### config.mk
export PLATFORM = sky130hd
export DESIGN_NAME = video_gen
export DESIGN_NICKNAME = d
export VERILOG_FILES = /design/src/source/video_pkg.sv /design/src/source/video_gen.sv /design/src/source/pixel_shifter.sv /design/src/source/text_fetch.sv /design/src/source/video_regs.sv /design/src/source/video_timing.sv
export SDC_FILE = /design/constraint.sdc
export NUM_CORES = 1
export LEC_CHECK = 0
export BUFFER_PORTS_ARGS = -buffer_cell sky130_fd_sc_hd__buf_2
export CORE_MARGIN = 5
export CORE_UTILIZATION = 60
export CTS_BUF_LIST = sky130_fd_sc_hd__clkbuf_8
export DETAILED_ROUTE_END_ITERATION = 12
export PLACE_DENSITY = 0.81
export SYNTH_ARGS = -nofsm -noshare
export SYNTH_HDL_FRONTEND = slang
export SYNTH_HIERARCHICAL = 1
export SYNTH_SLANG_ARGS = --single-unit
### constraint.sdc
create_clock -name clk -period 7.2 [get_ports clk]
set_clock_uncertainty 0.1 [all_clocks]
set_input_delay 0.72 -clock clk [delete_from_list [all_inputs] [get_ports clk]]
set_output_delay 0.72 -clock clk [all_outputs]
set_load 0.02 [all_outputs]
### src/source/video_pkg.sv
// video generator shared definitions
// small text mode timing, register numbers and common types
package video_pkg;

    typedef logic [10:0] count_t;   // horizontal and vertical counters
    typedef logic [15:0] vaddr_t;   // vram word address
    typedef logic [12:0] faddr_t;   // font ram byte address
    typedef logic [3:0]  pal_t;     // palette index

    // sync state sequence, same order for both axes
    typedef enum logic [1:0] {
        pre_sync  = 2'd0,
        sync      = 2'd1,
        post_sync = 2'd2,
        visible   = 2'd3
    } video_state_t;

    // horizontal timing in pixels, offscreen area sits left of the visible area
    localparam count_t visible_width   = 11'd64;
    localparam count_t h_front_porch   = 11'd4;
    localparam count_t h_sync_pulse    = 11'd8;
    localparam count_t h_back_porch    = 11'd12;
    localparam count_t total_width     = visible_width + h_front_porch + h_sync_pulse
                                         + h_back_porch;
    localparam count_t offscreen_width = total_width - visible_width;

    // vertical timing in lines, visible lines come first
    localparam count_t visible_height  = 11'd24;
    localparam count_t v_front_porch   = 11'd2;
    localparam count_t v_sync_pulse    = 11'd2;
    localparam count_t v_back_porch    = 11'd3;
    localparam count_t total_height    = visible_height + v_front_porch + v_sync_pulse
                                         + v_back_porch;

    localparam logic h_sync_polarity = 1'b0;    // active low hsync
    localparam logic v_sync_polarity = 1'b0;    // active low vsync

    // tiles and fetch window
    localparam count_t tile_width    = 11'd8;
    localparam vaddr_t tiles_wide    = vaddr_t'(visible_width / tile_width);
    localparam count_t fetch_lead    = 11'd4;     // vram select to first pixel
    localparam count_t h_fetch_open  = offscreen_width - fetch_lead - 11'd1;
    localparam count_t h_fetch_close = total_width - fetch_lead - 11'd1;

    // writable register numbers
    localparam logic [2:0] reg_dispstart = 3'd0;
    localparam logic [2:0] reg_tilewidth = 3'd1;
    localparam logic [2:0] reg_fontctrl  = 3'd2;

endpackage
### src/source/video_gen.sv
// text mode video generator top
// sync timing, config registers, tile/font fetch and pixel shifter
module video_gen (
    input  logic                clk,
    input  logic                reset_i,
    input  logic                enable_i,
    input  logic                reg_wr_i,
    input  logic [2:0]          reg_num_i,
    input  logic [15:0]         reg_data_i,
    input  logic [15:0]         vram_data_i,
    input  logic [7:0]          fontram_data_i,
    output logic                vram_sel_o,
    output video_pkg::vaddr_t   vram_addr_o,
    output logic                fontram_sel_o,
    output video_pkg::faddr_t   fontram_addr_o,
    output video_pkg::pal_t     pal_index_o,
    output logic                hsync_o,
    output logic                vsync_o,
    output logic                dv_de_o
);
    import video_pkg::*;

    logic       fetch;
    logic       line_end;
    logic       frame_end;
    logic       display_en;
    vaddr_t     text_start;
    vaddr_t     line_width;
    logic [3:0] font_height;
    logic [4:0] font_bank;
    logic       load;
    logic [7:0] font_byte;
    logic [7:0] attr;

    video_timing timing_i (
        .clk          (clk),
        .reset_i      (reset_i),
        .enable_i     (enable_i),
        .hsync_o      (hsync_o),
        .vsync_o      (vsync_o),
        .dv_de_o      (dv_de_o),
        .fetch_o      (fetch),
        .line_end_o   (line_end),
        .frame_end_o  (frame_end),
        .display_en_o (display_en)
    );

    video_regs regs_i (
        .clk           (clk),
        .reset_i       (reset_i),
        .reg_wr_i      (reg_wr_i),
        .reg_num_i     (reg_num_i),
        .reg_data_i    (reg_data_i),
        .text_start_o  (text_start),
        .line_width_o  (line_width),
        .font_height_o (font_height),
        .font_bank_o   (font_bank)
    );

    text_fetch fetch_i (
        .clk            (clk),
        .reset_i        (reset_i),
        .fetch_i        (fetch),
        .line_end_i     (line_end),
        .frame_end_i    (frame_end),
        .display_en_i   (display_en),
        .text_start_i   (text_start),
        .line_width_i   (line_width),
        .font_height_i  (font_height),
        .font_bank_i    (font_bank),
        .vram_data_i    (vram_data_i),
        .fontram_data_i (fontram_data_i),
        .vram_sel_o     (vram_sel_o),
        .vram_addr_o    (vram_addr_o),
        .fontram_sel_o  (fontram_sel_o),
        .fontram_addr_o (fontram_addr_o),
        .load_o         (load),
        .font_byte_o    (font_byte),
        .attr_o         (attr)
    );

    pixel_shifter shifter_i (
        .clk         (clk),
        .reset_i     (reset_i),
        .load_i      (load),
        .font_byte_i (font_byte),
        .attr_i      (attr),
        .pal_index_o (pal_index_o)
    );

endmodule

### src/source/pixel_shifter.sv
// font pixel shifter
// shifts a font byte out msb first and picks the foreground or background
// palette index from the tile attribute
module pixel_shifter (
    input  logic              clk,
    input  logic              reset_i,
    input  logic              load_i,
    input  logic [7:0]        font_byte_i,
    input  logic [7:0]        attr_i,       // bg in high nibble, fg in low
    output video_pkg::pal_t   pal_index_o
);
    import video_pkg::*;

    logic [7:0] shift_q;
    logic [7:0] attr_q;
    logic [7:0] pixels;         // bits for this cycle, msb is current pixel
    logic [7:0] colors;
    pal_t       fore_color;
    pal_t       back_color;

    // a load feeds its first pixel straight through
    always_comb begin
        pixels     = load_i ? font_byte_i : shift_q;
        colors     = load_i ? attr_i : attr_q;
        fore_color = colors[3:0];
        back_color = colors[7:4];
    end

    always_ff @(posedge clk) begin
        if (reset_i) begin
            shift_q     <= '0;
            attr_q      <= '0;
            pal_index_o <= '0;
        end else begin
            shift_q     <= {pixels[6:0], 1'b0};
            attr_q      <= colors;
            pal_index_o <= pixels[7] ? fore_color : back_color;
        end
    end

endmodule

### src/source/text_fetch.sv
// text tile fetch
// steps an 8 cycle tile phase during the fetch window, reads tile/attribute
// words from vram and font bytes from font ram, and tracks the text address
// and the font row of the current tile line
module text_fetch (
    input  logic                clk,
    input  logic                reset_i,
    input  logic                fetch_i,
    input  logic                line_end_i,
    input  logic                frame_end_i,
    input  logic                display_en_i,
    input  video_pkg::vaddr_t   text_start_i,
    input  video_pkg::vaddr_t   line_width_i,
    input  logic [3:0]          font_height_i,
    input  logic [4:0]          font_bank_i,
    input  logic [15:0]         vram_data_i,
    input  logic [7:0]          fontram_data_i,
    output logic                vram_sel_o,
    output video_pkg::vaddr_t   vram_addr_o,
    output logic                fontram_sel_o,
    output video_pkg::faddr_t   fontram_addr_o,
    output logic                load_o,         // font byte ready for the shifter
    output logic [7:0]          font_byte_o,
    output logic [7:0]          attr_o
);
    import video_pkg::*;

    logic [2:0]  phase;             // tile phase, pixel rate
    vaddr_t      text_addr;         // next tile word
    vaddr_t      line_addr;         // first tile word of current tile line
    vaddr_t      next_line_addr;
    logic [3:0]  tile_row;          // font line within the tile
    vaddr_t      frame_width;       // register values held for the frame
    logic [3:0]  frame_height;
    logic [4:0]  frame_bank;
    logic [15:0] font_addr;         // full width, truncated on output
    logic [7:0]  attr_q;            // attribute of tile in flight

    always_comb begin
        next_line_addr = line_addr + frame_width;
        // 16 line fonts take one more row bit and one less bank bit
        if (frame_height[3]) begin
            font_addr = {frame_bank[4:1], vram_data_i[7:0], tile_row[3:0]};
        end else begin
            font_addr = {frame_bank[4:0], vram_data_i[7:0], tile_row[2:0]};
        end
    end

    // font data is valid two cycles after the font select
    assign load_o      = fetch_i && (phase == 3'd4);
    assign font_byte_o = fontram_data_i;
    assign attr_o      = attr_q;

    always_ff @(posedge clk) begin
        if (reset_i) begin
            phase         <= '0;
            vram_sel_o    <= 1'b0;
            fontram_sel_o <= 1'b0;
            text_addr     <= '0;
            line_addr     <= '0;
            tile_row      <= '0;
            frame_width   <= tiles_wide;
            frame_height  <= 4'd7;
            frame_bank    <= '0;
        end else begin
            vram_sel_o    <= 1'b0;  // selects are single cycle
            fontram_sel_o <= 1'b0;
            phase         <= fetch_i ? phase + 3'd1 : 3'd0;

            if (fetch_i && (phase == 3'd0)) begin
                vram_sel_o <= display_en_i;     // tile and attribute word
                text_addr  <= text_addr + 16'd1;
            end
            if (fetch_i && (phase == 3'd2)) begin
                fontram_sel_o <= display_en_i;  // font line of that tile
            end

            if (frame_end_i) begin
                // register writes take effect here
                text_addr    <= text_start_i;
                line_addr    <= text_start_i;
                tile_row     <= '0;
                frame_width  <= line_width_i;
                frame_height <= font_height_i;
                frame_bank   <= font_bank_i;
            end else if (line_end_i) begin
                if (tile_row == frame_height) begin
                    tile_row  <= '0;                // next tile line
                    line_addr <= next_line_addr;
                    text_addr <= next_line_addr;
                end else begin
                    tile_row  <= tile_row + 4'd1;
                    text_addr <= line_addr;         // same tiles again
                end
            end
        end
    end

    // addresses and attribute only matter alongside their select
    always_ff @(posedge clk) begin
        if (fetch_i && (phase == 3'd0)) begin
            vram_addr_o <= text_addr;
        end
        if (fetch_i && (phase == 3'd2)) begin
            fontram_addr_o <= font_addr[12:0];
            attr_q         <= vram_data_i[15:8];    // high byte is color
        end
    end

endmodule

### src/source/video_regs.sv
// video configuration registers
// display start address, tile line width and font control, written by strobe
module video_regs (
    input  logic                clk,
    input  logic                reset_i,
    input  logic                reg_wr_i,       // write strobe
    input  logic [2:0]          reg_num_i,
    input  logic [15:0]         reg_data_i,
    output video_pkg::vaddr_t   text_start_o,   // first tile word of the frame
    output video_pkg::vaddr_t   line_width_o,   // words per tile line
    output logic [3:0]          font_height_o,  // font lines minus one
    output logic [4:0]          font_bank_o
);
    import video_pkg::*;

    always_ff @(posedge clk) begin
        if (reset_i) begin
            text_start_o  <= '0;
            line_width_o  <= tiles_wide;    // one screen wide
            font_height_o <= 4'd7;          // 8 line font
            font_bank_o   <= '0;
        end else if (reg_wr_i) begin
            case (reg_num_i)
                reg_dispstart: begin
                    text_start_o <= reg_data_i;
                end
                reg_tilewidth: begin
                    line_width_o <= reg_data_i;
                end
                reg_fontctrl: begin
                    font_height_o <= reg_data_i[3:0];
                    font_bank_o   <= reg_data_i[15:11];
                end
                default: begin
                    // other numbers have no register
                end
            endcase
        end
    end

endmodule

### src/source/video_timing.sv
// video sync timing
// runs the h/v counters through the sync states and drives registered
// hsync, vsync, display enable, fetch window and line/frame pulses
module video_timing (
    input  logic clk,
    input  logic reset_i,
    input  logic enable_i,      // sampled at frame end only
    output logic hsync_o,
    output logic vsync_o,
    output logic dv_de_o,
    output logic fetch_o,       // tile fetch window of a visible line
    output logic line_end_o,
    output logic frame_end_o,
    output logic display_en_o
);
    import video_pkg::*;

    video_state_t h_state;
    video_state_t h_state_next;
    video_state_t v_state;
    video_state_t v_state_next;
    count_t       h_count;
    count_t       v_count;
    count_t       h_limit;          // last count of current h state
    count_t       v_limit;          // last line of current v state
    logic         h_last;           // last pixel of line
    logic         v_last;           // last pixel of frame

    // horizontal thresholds, offscreen first then visible
    always_comb begin
        case (h_state)
            pre_sync:  h_limit = h_front_porch - 11'd1;
            sync:      h_limit = h_front_porch + h_sync_pulse - 11'd1;
            post_sync: h_limit = offscreen_width - 11'd1;
            visible:   h_limit = total_width - 11'd1;
        endcase
    end

    // vertical thresholds, visible lines then blanking
    always_comb begin
        case (v_state)
            visible:   v_limit = visible_height - 11'd1;
            pre_sync:  v_limit = visible_height + v_front_porch - 11'd1;
            sync:      v_limit = visible_height + v_front_porch + v_sync_pulse - 11'd1;
            post_sync: v_limit = total_height - 11'd1;
        endcase
    end

    always_comb begin
        h_last       = (h_state == visible) && (h_count == h_limit);
        v_last       = h_last && (v_state == post_sync) && (v_count == v_limit);
        h_state_next = (h_count == h_limit) ? video_state_t'(h_state + 2'd1) : h_state;
        v_state_next = (h_last && (v_count == v_limit)) ?
                       video_state_t'(v_state + 2'd1) : v_state;   // post_sync wraps to visible
    end

    always_ff @(posedge clk) begin
        if (reset_i) begin
            h_state      <= pre_sync;
            v_state      <= visible;
            h_count      <= '0;
            v_count      <= '0;
            hsync_o      <= ~h_sync_polarity;   // idle level
            vsync_o      <= ~v_sync_polarity;
            dv_de_o      <= 1'b0;
            fetch_o      <= 1'b0;
            line_end_o   <= 1'b0;
            frame_end_o  <= 1'b0;
            display_en_o <= 1'b0;
        end else begin
            h_state <= h_state_next;
            v_state <= v_state_next;
            if (h_last) begin
                h_count <= '0;
                v_count <= v_last ? '0 : v_count + 11'd1;  // new line or new frame
            end else begin
                h_count <= h_count + 11'd1;
            end

            hsync_o     <= (h_state == sync) ? h_sync_polarity : ~h_sync_polarity;
            vsync_o     <= (v_state == sync) ? v_sync_polarity : ~v_sync_polarity;
            dv_de_o     <= display_en_o && (h_state == visible) && (v_state == visible);
            line_end_o  <= h_last;
            frame_end_o <= v_last;

            // window opens early enough to cover the fetch pipeline
            if ((v_state == visible) && (h_count == h_fetch_open)) begin
                fetch_o <= 1'b1;
            end else if (h_count == h_fetch_close) begin
                fetch_o <= 1'b0;    // no tile past the right edge
            end

            if (v_last) begin
                display_en_o <= enable_i;   // whole frames on or off
            end
        end
    end

endmodule

==> results, run 1 <==
- The run finished with clean final reports.
- Setup repair after global routing left no endpoint under its margin.
- The capture point of the critical path is fetch_i/text_addr[10].
- The global placer's final weighted congestion is around 0.94.
- The maximum VDD drop is 0.000104 V.
- The worst hold path begins at vram_data_i[13].
- The final HPWL from detailed placement is 13.4 mm.
- The global route total overflow is 0.
- The path type of the worst setup path is reg -> reg.
- The latest clock arrival within the worst-skew pair is 0.46 ns.
- The total number of clock tree sinks is between 150 and 200.
- Of the total power, combinational logic draws under 10%.
- Entering global routing, the biggest net connects 75 pins.
- For this run, the total global-route usage over all layers was measured as between 20 and 25%.
- The top achievable clock speed is about 0.35 GHz.
- The peak fanout along the critical path is 3.
- The ratio of total power to cell area is around 200 nW/um2.
- Per report_power, the clock group accounts for 39.4% of the total.
- The clock edge transition at the registers on the reported setup and hold paths is around 0.090 ns.
- The floorplan step set the die height to ~130 um.
- The total number of vias is approximately 6.7k.
- In this run, post-CTS repair resized a total of 0 instances.
- The die span in x is 132 um.
- The number of antenna violations at the first check in global routing was 0.
- The worst register-to-register path ends at fetch_i/text_addr[10].
- Once placement completed, the tool counted placed cells totaling approximately 1.1k.
- The number of port buffers is 84.
- The category of the worst setup path capture point is a flip-flop.
- The hold violation count in the final report is 0.
- The number of search-and-repair iterations in the first detailed-routing pass is 7.
- The cell sitting at the root of the clock tree is a clkbuf_8.
- In this run the number of H-tree levels came out at 4.
- The standard-cell row count is 44.
- The number of buffers inserted by hold repair at cts is 0.
- The net switching power is 407 uW.
- The count of synthesis-stage warnings from yosys is 6.
- The count of nets left with antenna violations after detail routing is 0.
- The post-detailed-routing wire length is 18.8 mm.
- The static power due to leakage is around 0.0038 uW.
- The final-layout fill cell count is around 1.2k.
- Net switching is 21.3% of the power.
- The number of top-level pins is between 80 and 90.
- In the final routed layout, each cell accounts on average for between 15 and 20 um.
- The cell area that synthesis handed to floorplanning was between 8000 and 9000 um2.
- The net count after synthesis is ~980.
- Setup total negative slack on the finished layout was measured at 0 ns.
- After layout, the worst path uses 39.8% of the clock period.
- The number of setup violations in the final report is 0.
- In the post-route analysis, the smallest setup slack over all paths is 4.33 ns.
- The via count of the first global-routing pass is 6,355.
- Across the run, the number of max-cap violations was 0.
- After clock tree synthesis, the setup repair step added 0 buffers.
- The number of instances in the synthesized netlist is about 900.
- The first-pass GRT wire length is between 30 and 40 mm.
- The design internal power is about 1500 uW.
- The required time of the critical path is roughly 7.4 ns.
- The final number of max-transition violations is 0.
- The worst-case headroom to the max-slew limit is 33.1%.
- The final layout net count is about 1.0k.
- TritonCTS built the clock tree.
- The time the final worst path needs with I/O delays and setup is 2.87 ns.
- After the first detailed-routing iteration, the DRC count stood at approximately 740.
- The startpoint identified for the worst register-to-register timing path is fetch_i/line_addr[0].
- The total CTS buffers is 17.
- The count of non-filler cells in the finished layout is 1,151.
- After detailed routing, the number of remaining DRC violations is 0.
- The post-route netlist has between 10% and 20% of its cells at a drive strength greater than 1.
- The die covers approximately 17,000 um2.
- For the pin with the worst max-slew slack, the measured transition is 1.00 ns.
- The core region is 14,500 um2.
- Dividing the detail-routed via count by the number of cells gives 5.83.
- The class of the tightest hold or removal check is in -> reg.
- Tracing the worst setup path back leads to its startpoint at fetch_i/line_addr[0].
- The clock passes through at most 2 buffers.
- The worst setup path is launched from a flip-flop.
- The area growth from synthesis to layout is 9.71%.
- A synthesized cell averages ~10 um2.
- The worst register-to-register path has a setup slack of ~4.3 ns.
- For this configuration, the core starts out at a cell density of around three fifths.
- 0 antenna diodes ended up in the layout.
- The part of the total power dissipated in sequential elements is between 50% and 60%.
- Prior to clock tree synthesis, the placed netlist has a worst setup slack of roughly 4.3 ns.
- The data arrival time of the critical path is roughly 3.1 ns.
- Counting cells, the worst reg-to-reg path comes to 9.
[worst min-delay path by stage]
stage,to,cells past startpoint,slack [ns]
floorplan,fetch_i/fontram_addr_o[12],0,0.31
global placement,fetch_i/fontram_addr_o[12],0,0.32
detailed placement,fetch_i/fontram_addr_o[12],0,0.32
CTS,fetch_i/attr_o[5],1,0.30
global route,fetch_i/attr_o[5],1,0.30
finish,fetch_i/attr_o[5],1,0.33
[registers in the layout, indices dropped and copies added (netlist names), 3 cells and up]
name                    cells
regs_i/line_width_o        16
shifter_i/attr_q            8
fetch_i/attr_o              8
fetch_i/frame_height        4
fetch_i/frame_width        16
shifter_i/shift_q           7
fetch_i/fontram_addr_o     13
fetch_i/vram_addr_o        16
shifter_i/pal_index_o       4
regs_i/text_start_o        16
regs_i/font_height_o        4
fetch_i/line_addr          16
timing_i/h_count           11
fetch_i/phase               3
fetch_i/text_addr          16
timing_i/v_count           11
fetch_i/tile_row            4
[layout by cell type, fill, tap and decap left out, drive strengths merged, types with 4 or more instances in the layout]
master and instances:
o21ai 32, dfxtp 153, a22oi 4, nor2 92
a211oi 10, ha 31, and4 8, a31oi 6
o211ai 4, and3 18, buf 87, o21a 8
xnor2 23, nor2b 5, nand4 12, mux2i 84
clkinv 6, nand2 71, inv 20, nand2b 51
xor2 17, a21o 7, edfxtp 37, nand3 20
nor3 12, clkbuf 18, a222oi 5, a21oi 51
bufinv 4, mux2 13
[power by group through the flow]
stage	sequential [uW]	combinational, uW	clock (uW)
3_3_place_gp	1120	61.7	0
4_1_cts	1090	63.4	770
5_1_grt	1100	70.2	814
3_5_place_dp	1120	62.9	0
2_1_floorplan	1120	46.1	0
6_report	1100	63.2	753
[metal layers]
layer | GRT usage, % | up-vias | share of wire (%)
met5 | 0 | - | 0
met4 | 8.06 | 0 | 1.9
met3 | 4.92 | 29 | 7.0
met2 | 32.3 | 204 | 44
met1 | 30.9 | 3167 | 47
li1 | - | 3312 | -
[final cells by class]
cell class,instances,area (um2),share of cell area [%]
Tap cell,184,230,2.36
Sequential cell,190,4180,42.7
Clock inverter,14,189,1.93
Timing Repair Buffer,87,445,4.56
Clock buffer,18,248,2.54
Inverter,18,67.6,0.692
Multi-Input combinational cell,640,4410,45.2
[critical path, stage by stage (launching register included)]
cell and delay [ns]:
dfxtp_1 0.33, ha_1 0.23, fa_1 0.42, a211oi_1 0.31, o21ai_0 0.23, a31oi_1 0.31, xnor2_1 0.15, o21ai_0 0.13
a222oi_1 0.41, nor3_1 0.10
[per-stage QoR]
stage | instance area (um2) | utilization [%] | total power, uW | hold slack, ns
6_report | 9770 | 67.2 | 1910 | 0.326
5_1_grt | 9770 | 67.2 | 1980 | 0.297
4_1_cts | 9770 | 67.2 | 1930 | 0.297
3_5_place_dp | 9330 | 64.2 | 1180 | 0.324
3_3_place_gp | 9330 | 64.2 | 1180 | 0.321
2_1_floorplan | 8900 | - | 1160 | 0.308
No activity file was read; power rests on OpenSTA's default activity.
==> inputs of run 2 (changes only) <==
==> constraint.sdc (replaced) <==
create_clock -name clk -period 2.8 [get_ports clk]
set_clock_uncertainty 0.1 [all_clocks]
set_input_delay 0.28 -clock clk [delete_from_list [all_inputs] [get_ports clk]]
set_output_delay 0.28 -clock clk [all_outputs]
set_load 0.02 [all_outputs]
==> run 2 against run 1 <==
  * Count of clock-buffer cells in the layout decreased by 1
  * Setup slack got worse by 4.2 ns
  * Utilization rose by 2.7 points
  * Power up 150%
  * Via count up 2.4%
  * Clock power rose by 130%
  * Routed wire length increased by 6.3%
  * Combinational power grew to 3.2 times the previous value
  * Design area increased by 4.0%
  * Global-route usage is 0.96 points higher
  * Critical endpoint is now timing_i/v_count[9]
  * Largest cell class unchanged
==> results, run 2 (same netlist as run 1, synthesis figures left out) <==
- The total number of clock tree sinks is 190.
- Setup repair after global routing left no endpoint under its margin.
- Once the floorplan was initialized, standard cells occupied roughly three fifths of the core.
- The clock tree from TritonCTS is yes.
- The standard-cell row count is 44.
- Net switching is a little under a quarter of the power.
- Per report_power, the combinational group accounts for 4.3% of the total.
- The first-pass GRT wire length is ~32 mm.
- The total CTS buffers is 17.
- The H-tree was split into 4 levels.
- In this run the register-to-register setup slack is around 0.18 ns.
- In this run the remaining antenna-violating nets after routing total 0.
- The pin slew with the least headroom to its limit is ~0.8 ns.
- Dividing the detail-routed wire length by the instance count gives around 17 um.
- Summing over every cut layer, the via total after detailed routing is a little under 7k.
- The reg-to-reg startpoint is timing_i/h_state[0].
- The final number of max-transition violations is 0.
- The critical path in this run is classified as reg -> reg.
- The area of all placed cells without fillers is between 10,000 and 15,000 um2.
- Entering global routing, the biggest net connects 96 pins.
- The via count of the first global-routing pass is 6,430.
- The worst setup path is captured at a flip-flop.
- The number of top-level pins is between 80 and 90.
- The hold violation count in the final report is 0.
- Data on the critical path arrives at its endpoint at 2.93 ns.
- The worst hold path cell count is 2.
- After layout, the minimum clock period comes to between 2 and 3 ns.
- The class of the tightest hold or removal check is in -> reg.
- The number of antenna diodes in the final layout is 0.
- STA puts the critical path data required time at 3.10 ns.
- The tree is rooted in a clkbuf_8.
- The floorplan step defined a die boundary enclosing between 15,000 and 20,000 um2.
- The worst hold path terminates at fetch_i/fontram_addr_o[5].
- After detailed placement, the design holds a cell count of between 1k and 1.5k.
- The depth of the worst register-to-register path is 7.
- For this run, design rule violations remaining after detail routing come to 0.
- The number of antenna violations at the first check in global routing is 0.
- The post-detailed-routing wire length is roughly 20 mm.
- At the end of routability-driven placement, the weighted congestion stood at around 0.92.
- The worst min-delay path startpoint is vram_data_i[2].
- The net switching power is 1130 uW.
- Buffers added to address setup during post-CTS repair amount to 0.
- Dividing the detail-routed via count by the number of cells gives ~5.7.
- The latest clock arrival within the worst-skew pair is 0.47 ns.
- The post-route clock period utilization is a little over nine tenths.
- The iteration-0 DRC count of the detailed router is 549.
- STA classifies the critical path startpoint as a flip-flop.
- At the end of the flow, the number of nets in the layout was about 1.1k.
- VDD sags by at most 0.000269 V.
- The ratio of total power to cell area is around 470 nW/um2.
- The part of the total power dissipated in sequential elements is 59.3%.
- For this run, the detailed router's first-pass iteration total came to 5.
- The number of violations of the max-capacitance limit is 0.
- Clock-pin slew was measured on the worst setup and hold paths at ~0.11 ns.
- The worst pin sits at a relative slew slack of a little under half.
- The most common cell after layout, fill and taps aside is dfxtp_1.
- The worst flop-to-flop path endpoint is timing_i/v_count[9].
- The finished layout holds ~1.2k standard cells, fillers aside.
- Global routing consumed, over all layers together, a little under a quarter of the routing resources.
- The core outline area is between 10,000 and 15,000 um2.
- The proportion of power drawn by the clock network is 36.4%.
- The peak fanout along the critical path is 14.
- The internal portion of the total power is about 3600 uW.
- The number of setup violations in the final report is 0.
- Cells fill between 60% and 70% of the core in the end.
- The top achievable clock speed is 0.381 GHz.
- The final HPWL from detailed placement is approximately 14 mm.
- The run finished with clean final reports.
- The area added between synthesis and finish is 14.1%.
- Cells with a size suffix above 1 make up 16.2% of the layout.
- For the final routed database, the setup TNS stands at 0 ns.
- For this run the aggregate overflow at the end of global routing stands at 0.
- The number of port buffers is between 80 and 90.
- The die height is between 100 and 150 um.
- The instance area at placement is 9460 um2.
- Leaving out fill and tap cells, the most frequent cells in the layout are dfxtp_1, nor2_1, mux2i_1, buf_2, nand2_1.
- The die is between 100 and 150 um wide.
- The static power due to leakage is slightly above 0.004 uW.
- No sink is reached through more buffers than the 2 on the longest clock path.
## run 2: how the worst max path moves through the flow
stage | from | end | slack, ns
after floorplan | fetch_i/line_addr[0] | fetch_i/text_addr[10] | 0.35
after global placement | fetch_i/line_addr[0] | fetch_i/text_addr[10] | 0.16
after detailed placement | fetch_i/line_addr[0] | fetch_i/line_addr[10] | 0.06
after CTS | fetch_i/line_addr[0] | fetch_i/line_addr[10] | 0.03
after global routing | fetch_i/line_addr[0] | fetch_i/line_addr[10] | 0.02
final | timing_i/h_state[0] | timing_i/v_count[9] | 0.18
## run 2: timing repair
action / 4_1_cts / 5_1_grt
hold endpoints to repair: 43 / 0
hold buffers: 32 / 0
endpoints found under the setup margin: 0 / 10
gates resized for setup: 0 / 3
## run 2: power by group through the flow
stage / combinational [uW] / clock, uW / sequential [uW]
2_1_floorplan: 119 / 0 / 2870
3_3_place_gp: 163 / 0 / 2880
3_5_place_dp: 166 / 0 / 2880
4_1_cts: 201 / 1760 / 2810
5_1_grt: 223 / 1870 / 2820
6_report: 204 / 1730 / 2810
## run 2: final cells by class
cell class / count / area (um2)
multi-input cells: 640 / 4420
well taps: 184 / 230
inverters: 18 / 67.6
clock buffers: 17 / 234
flip-flops and latches: 190 / 4180
fillers: 1155 / 4370
repair buffers: 134 / 891
clock inverters: 15 / 139
## run 2: worst max-delay path: stages (launching register included)
cell and delay (ns):
dfxtp_1 0.41, inv_1 0.08, ha_1 0.19, o21bai_1 0.27, mux2_4 0.35, or3_4 0.47, or4_1 0.52, a21boi_1 0.15
## run 2: metrics by stage
stage / power [uW] / hold WS (ns) / setup WS (ns)
floorplan: 2990 / 0.279 / 0.346
global placement: 3040 / 0.332 / 0.162
detailed placement: 3040 / 0.331 / 0.0602
CTS: 4780 / 0.000728 / 0.0332
global route: 4910 / 0.0128 / 0.0204
finish: 4750 / 0.0352 / 0.179
## run 2: per-layer routing
layer | part of all wire, % | global-route usage, % | up-vias
li1 | - | - | 3404
met1 | 45 | 30.7 | 3216
met2 | 47 | 36.1 | 231
met3 | 6.9 | 5.19 | 20
met4 | 1.4 | 7.14 | 0
met5 | 0 | 0 | -
==> inputs of run 3 (changes only) <==
--- a/config.mk
+++ b/config.mk
@@ -5,7 +5,9 @@
 export SDC_FILE = /design/constraint.sdc
 export NUM_CORES = 1
 export LEC_CHECK = 0
+export ABC_AREA = 1
 export BUFFER_PORTS_ARGS = -buffer_cell sky130_fd_sc_hd__buf_2
+export CAP_MARGIN = 40
 export CORE_MARGIN = 5
 export CORE_UTILIZATION = 60
 export CTS_BUF_LIST = sky130_fd_sc_hd__clkbuf_8
==> run 3 against run 2 <==
  * Critical path depth rose by 4
  * Die area up 6.0%
  * First-iteration DRC count grew 7.5%
  * Synthesized cell count is 45% higher
  * Setup slack gained 0.38 ns
  * Area after synthesis is 6.5% higher
  * Final cell count grew 34%
  * Combinational power rose by 14%
  * Utilization decreased by 2.5 points
  * Sequential share of layout area fell by 1.7 points
  * Register-to-register slack improved by 0.38 ns
  * Critical path type unchanged
  * Highest routed layer unchanged
==> results, run 3 <==
- The deepest clock path buffer count is 2.
- The remaining routing DRC violations is 0.
- The combined global-route utilization of all metal layers is roughly a quarter.
- The first TritonRoute pass finished after 7 iterations.
- The number of top-level pins is between 80 and 90.
- The number of port buffers is 84.
- The clock tree from TritonCTS is yes.
- The sum of negative setup slack is 0 ns.
- The maximum level of the CTS H-tree is 4.
- Clock-pin slew was measured on the worst setup and hold paths at around 0.1 ns.
- The pre-CTS setup slack is roughly 0.66 ns.
- Along the worst hold path, the cell count comes to 5.
- The number of setup violations in the final report is 0.
- Leaving out fill and tap cells, the most frequent cells in the layout are nand2_1, nor2_1, dfxtp_1, inv_1, nand3_1.
- Clock latency on the worst-skew pair, taken at its later pin, is between 0.4 and 0.5 ns.
- Excluding fillers, the count of instances in the completed layout stands at 1,611.
- Global routing finished with a remaining overflow of 0.
- The detail route stage leaves a number of antenna-violating nets equal to 0.
- The instance area at placement is roughly 10000 um2.
- The number of nets in the synthesized netlist is ~1.4k.
- The sequential cell area is around 4200 um2.
- The part of the total power dissipated in sequential elements is 58.9%.
- Setup repair after global routing left no endpoint under its margin.
- The die span in x is between 100 and 150 um.
- Synthesis handed over a netlist of 1,296 instances.
- The first global-routing pass estimated between 30 and 40 mm of wire.
- The via density per instance is a little over 5.
- The area of the die is about 18,000 um2.
- Max-cap violations in this run came to 0.
- At the pin with the least slew margin, the transition time is between 0.7 and 0.8 ns.
- The via count of the first global-routing pass is roughly 7.5k.
- The startpoint kind of the worst setup timing path is a flip-flop.
- Across the VDD grid, the largest voltage drop is roughly 0.00028 V.
- The static power due to leakage is 0.00481 uW.
- Counting I/O delays and the setup requirement, the final critical path takes approximately 2.2 ns.
- Dividing the detail-routed wire length by the instance count gives 13.1 um.
- The final layout contains routed wiring with a total length of approximately 21 mm.
- The average instance in the mapped netlist occupies between 7 and 8 um2.
- The total number of clock tree sinks is 190.
- The switching power as a share of total power is around a quarter.
- The class of the tightest hold or removal check is in -> reg.
- The final antenna diode count is 0.
- In this run the core area contains 46 standard-cell rows.
- The hold path endpoint is regs_i/text_start_o[10].
- The core outline area is 15,700 um2.
- The ratio of total power to cell area is approximately 450 nW/um2.
- The total number of vias is approximately 8.3k.
- The area of all placed cells without fillers is 10,600 um2.
- The fraction of power consumed by combinational cells is 4.8%.
- Summing every instance area after synthesis gives approximately 9500 um2.
- The library cell used most frequently in the layout, excluding fill and tap cells, is nand2_1.
- Cells with a size suffix above 1 make up approximately an eighth of the layout.
- The post-placement cell count is 1,555.
- The area added between synthesis and finish is 11.7%.
- The worst min-delay path startpoint is reg_data_i[10].
- The analysis attributes to net switching a power of roughly 1200 uW.
- The final layout net count is approximately 1.5k.
- Data on the critical path is required at its endpoint by 3.07 ns.
- The count of synthesis-stage warnings from yosys is 6.
- Measured against its own limit, the worst slew margin works out to a little under half.
- The number of antenna violations at the first check in global routing is 0.
- The layout has about 1.4k filler cells.
- The hold violation count in the final report came to 0.
- The critical path in this run is classified as reg -> reg.
- The iteration-0 DRC count of the detailed router is 590.
- In the final layout, the multi-input gates occupy roughly 4400 um2.
- Counting cells, the worst reg-to-reg path comes to 11.
- The worst-case hold slack is between 0.03 and 0.04 ns.
- The post-route clock period utilization is between 80 and 90%.
- The pin count of the biggest net entering global routing is 42.
- The worst register-to-register path begins at timing_i/h_state[0].
- The design internal power is between 3000 and 4000 uW.
- The final HPWL from detailed placement is 15.3 mm.
- TritonCTS created 17 clock buffers.
- The category of the worst setup path capture point is a flip-flop.
- The final number of max-transition violations is 0.
- The data arrival time of the critical path is approximately 2.5 ns.
- The die height is 136 um.
- For this configuration, the core starts out at a cell density of between 60% and 70%.
- The worst flop-to-flop path endpoint is timing_i/v_count[1].
- The register-to-register path setup slack is 0.56 ns.
- In this run the worst path has a maximum fanout of 12.
- The root buffer cell is clkbuf_8.
- The run finished with clean final reports.
- The global placer's final weighted congestion is 0.905.
- Per report_power, the clock group accounts for between 30 and 40% of the total.
- The post-route worst setup slack is about 0.56 ns.
- The top achievable clock speed is 0.446 GHz.
-- run 3: final cells by class --
cell class | instances | area share (%)
clock buffer | 17 | 2.21
clock inverter | 15 | 1.39
inverter | 157 | 5.70
multi-input combinational | 896 | 41.5
sequential | 190 | 39.4
tap | 216 | 2.55
timing repair buffer | 120 | 7.28
-- run 3: how the worst max path moves through the flow --
stage                             from                     to  slack (ns)  cells past startpoint
6_report           timing_i/h_state[0]    timing_i/v_count[1]        0.56                     11
5_1_grt            timing_i/h_state[0]    timing_i/v_count[0]        0.39                     11
4_1_cts            timing_i/h_state[0]    timing_i/v_count[1]        0.56                     11
3_5_place_dp       timing_i/h_state[0]    timing_i/v_count[1]        0.66                     11
3_3_place_gp   fetch_i/frame_height[3]   fetch_i/line_addr[7]        0.74                     11
2_1_floorplan         fetch_i/phase[0]  fetch_i/text_addr[10]        0.47                     10
-- run 3: stage by stage --
stage | utilization [%] | total power, uW
floorplan | - | 3020
global placement | 63.3 | 3080
detailed placement | 63.4 | 3090
CTS | 67.4 | 4820
global route | 67.4 | 4970
finish | 67.4 | 4790
-- run 3: power by group through the flow --
stage	combinational [uW]	sequential, uW	clock, uW
final	232	2820	1740
after global routing	260	2820	1880
after CTS	231	2820	1770
after detailed placement	204	2880	0
after global placement	195	2880	0
after floorplan	141	2880	0
-- run 3: repair_timing --
item	in CTS	in global routing
hold buffers	24	0
setup endpoints to repair	0	0
hold endpoints to repair	25	0
resized for setup	0	0
buffers inserted	0	0
-- run 3: worst max-delay path, cell delays in order (launching register included) --
cell	delay [ns]
dfxtp_1	0.35
ha_1	0.30
inv_2	0.14
nand2_1	0.07
nand2_1	0.05
nand2_1	0.05
nor2_1	0.20
nand3_2	0.25
nand2_1	0.40
inv_1	0.11
nand2_1	0.07
nand2_1	0.05
-- run 3: per-layer routing --
layer,vias up,track usage (%),part of all wire [%]
li1,4326,-,-
met1,3710,34.2,49
met2,262,36.6,43
met3,22,3.79,7.0
met4,0,6.49,1.2
met5,-,0,0
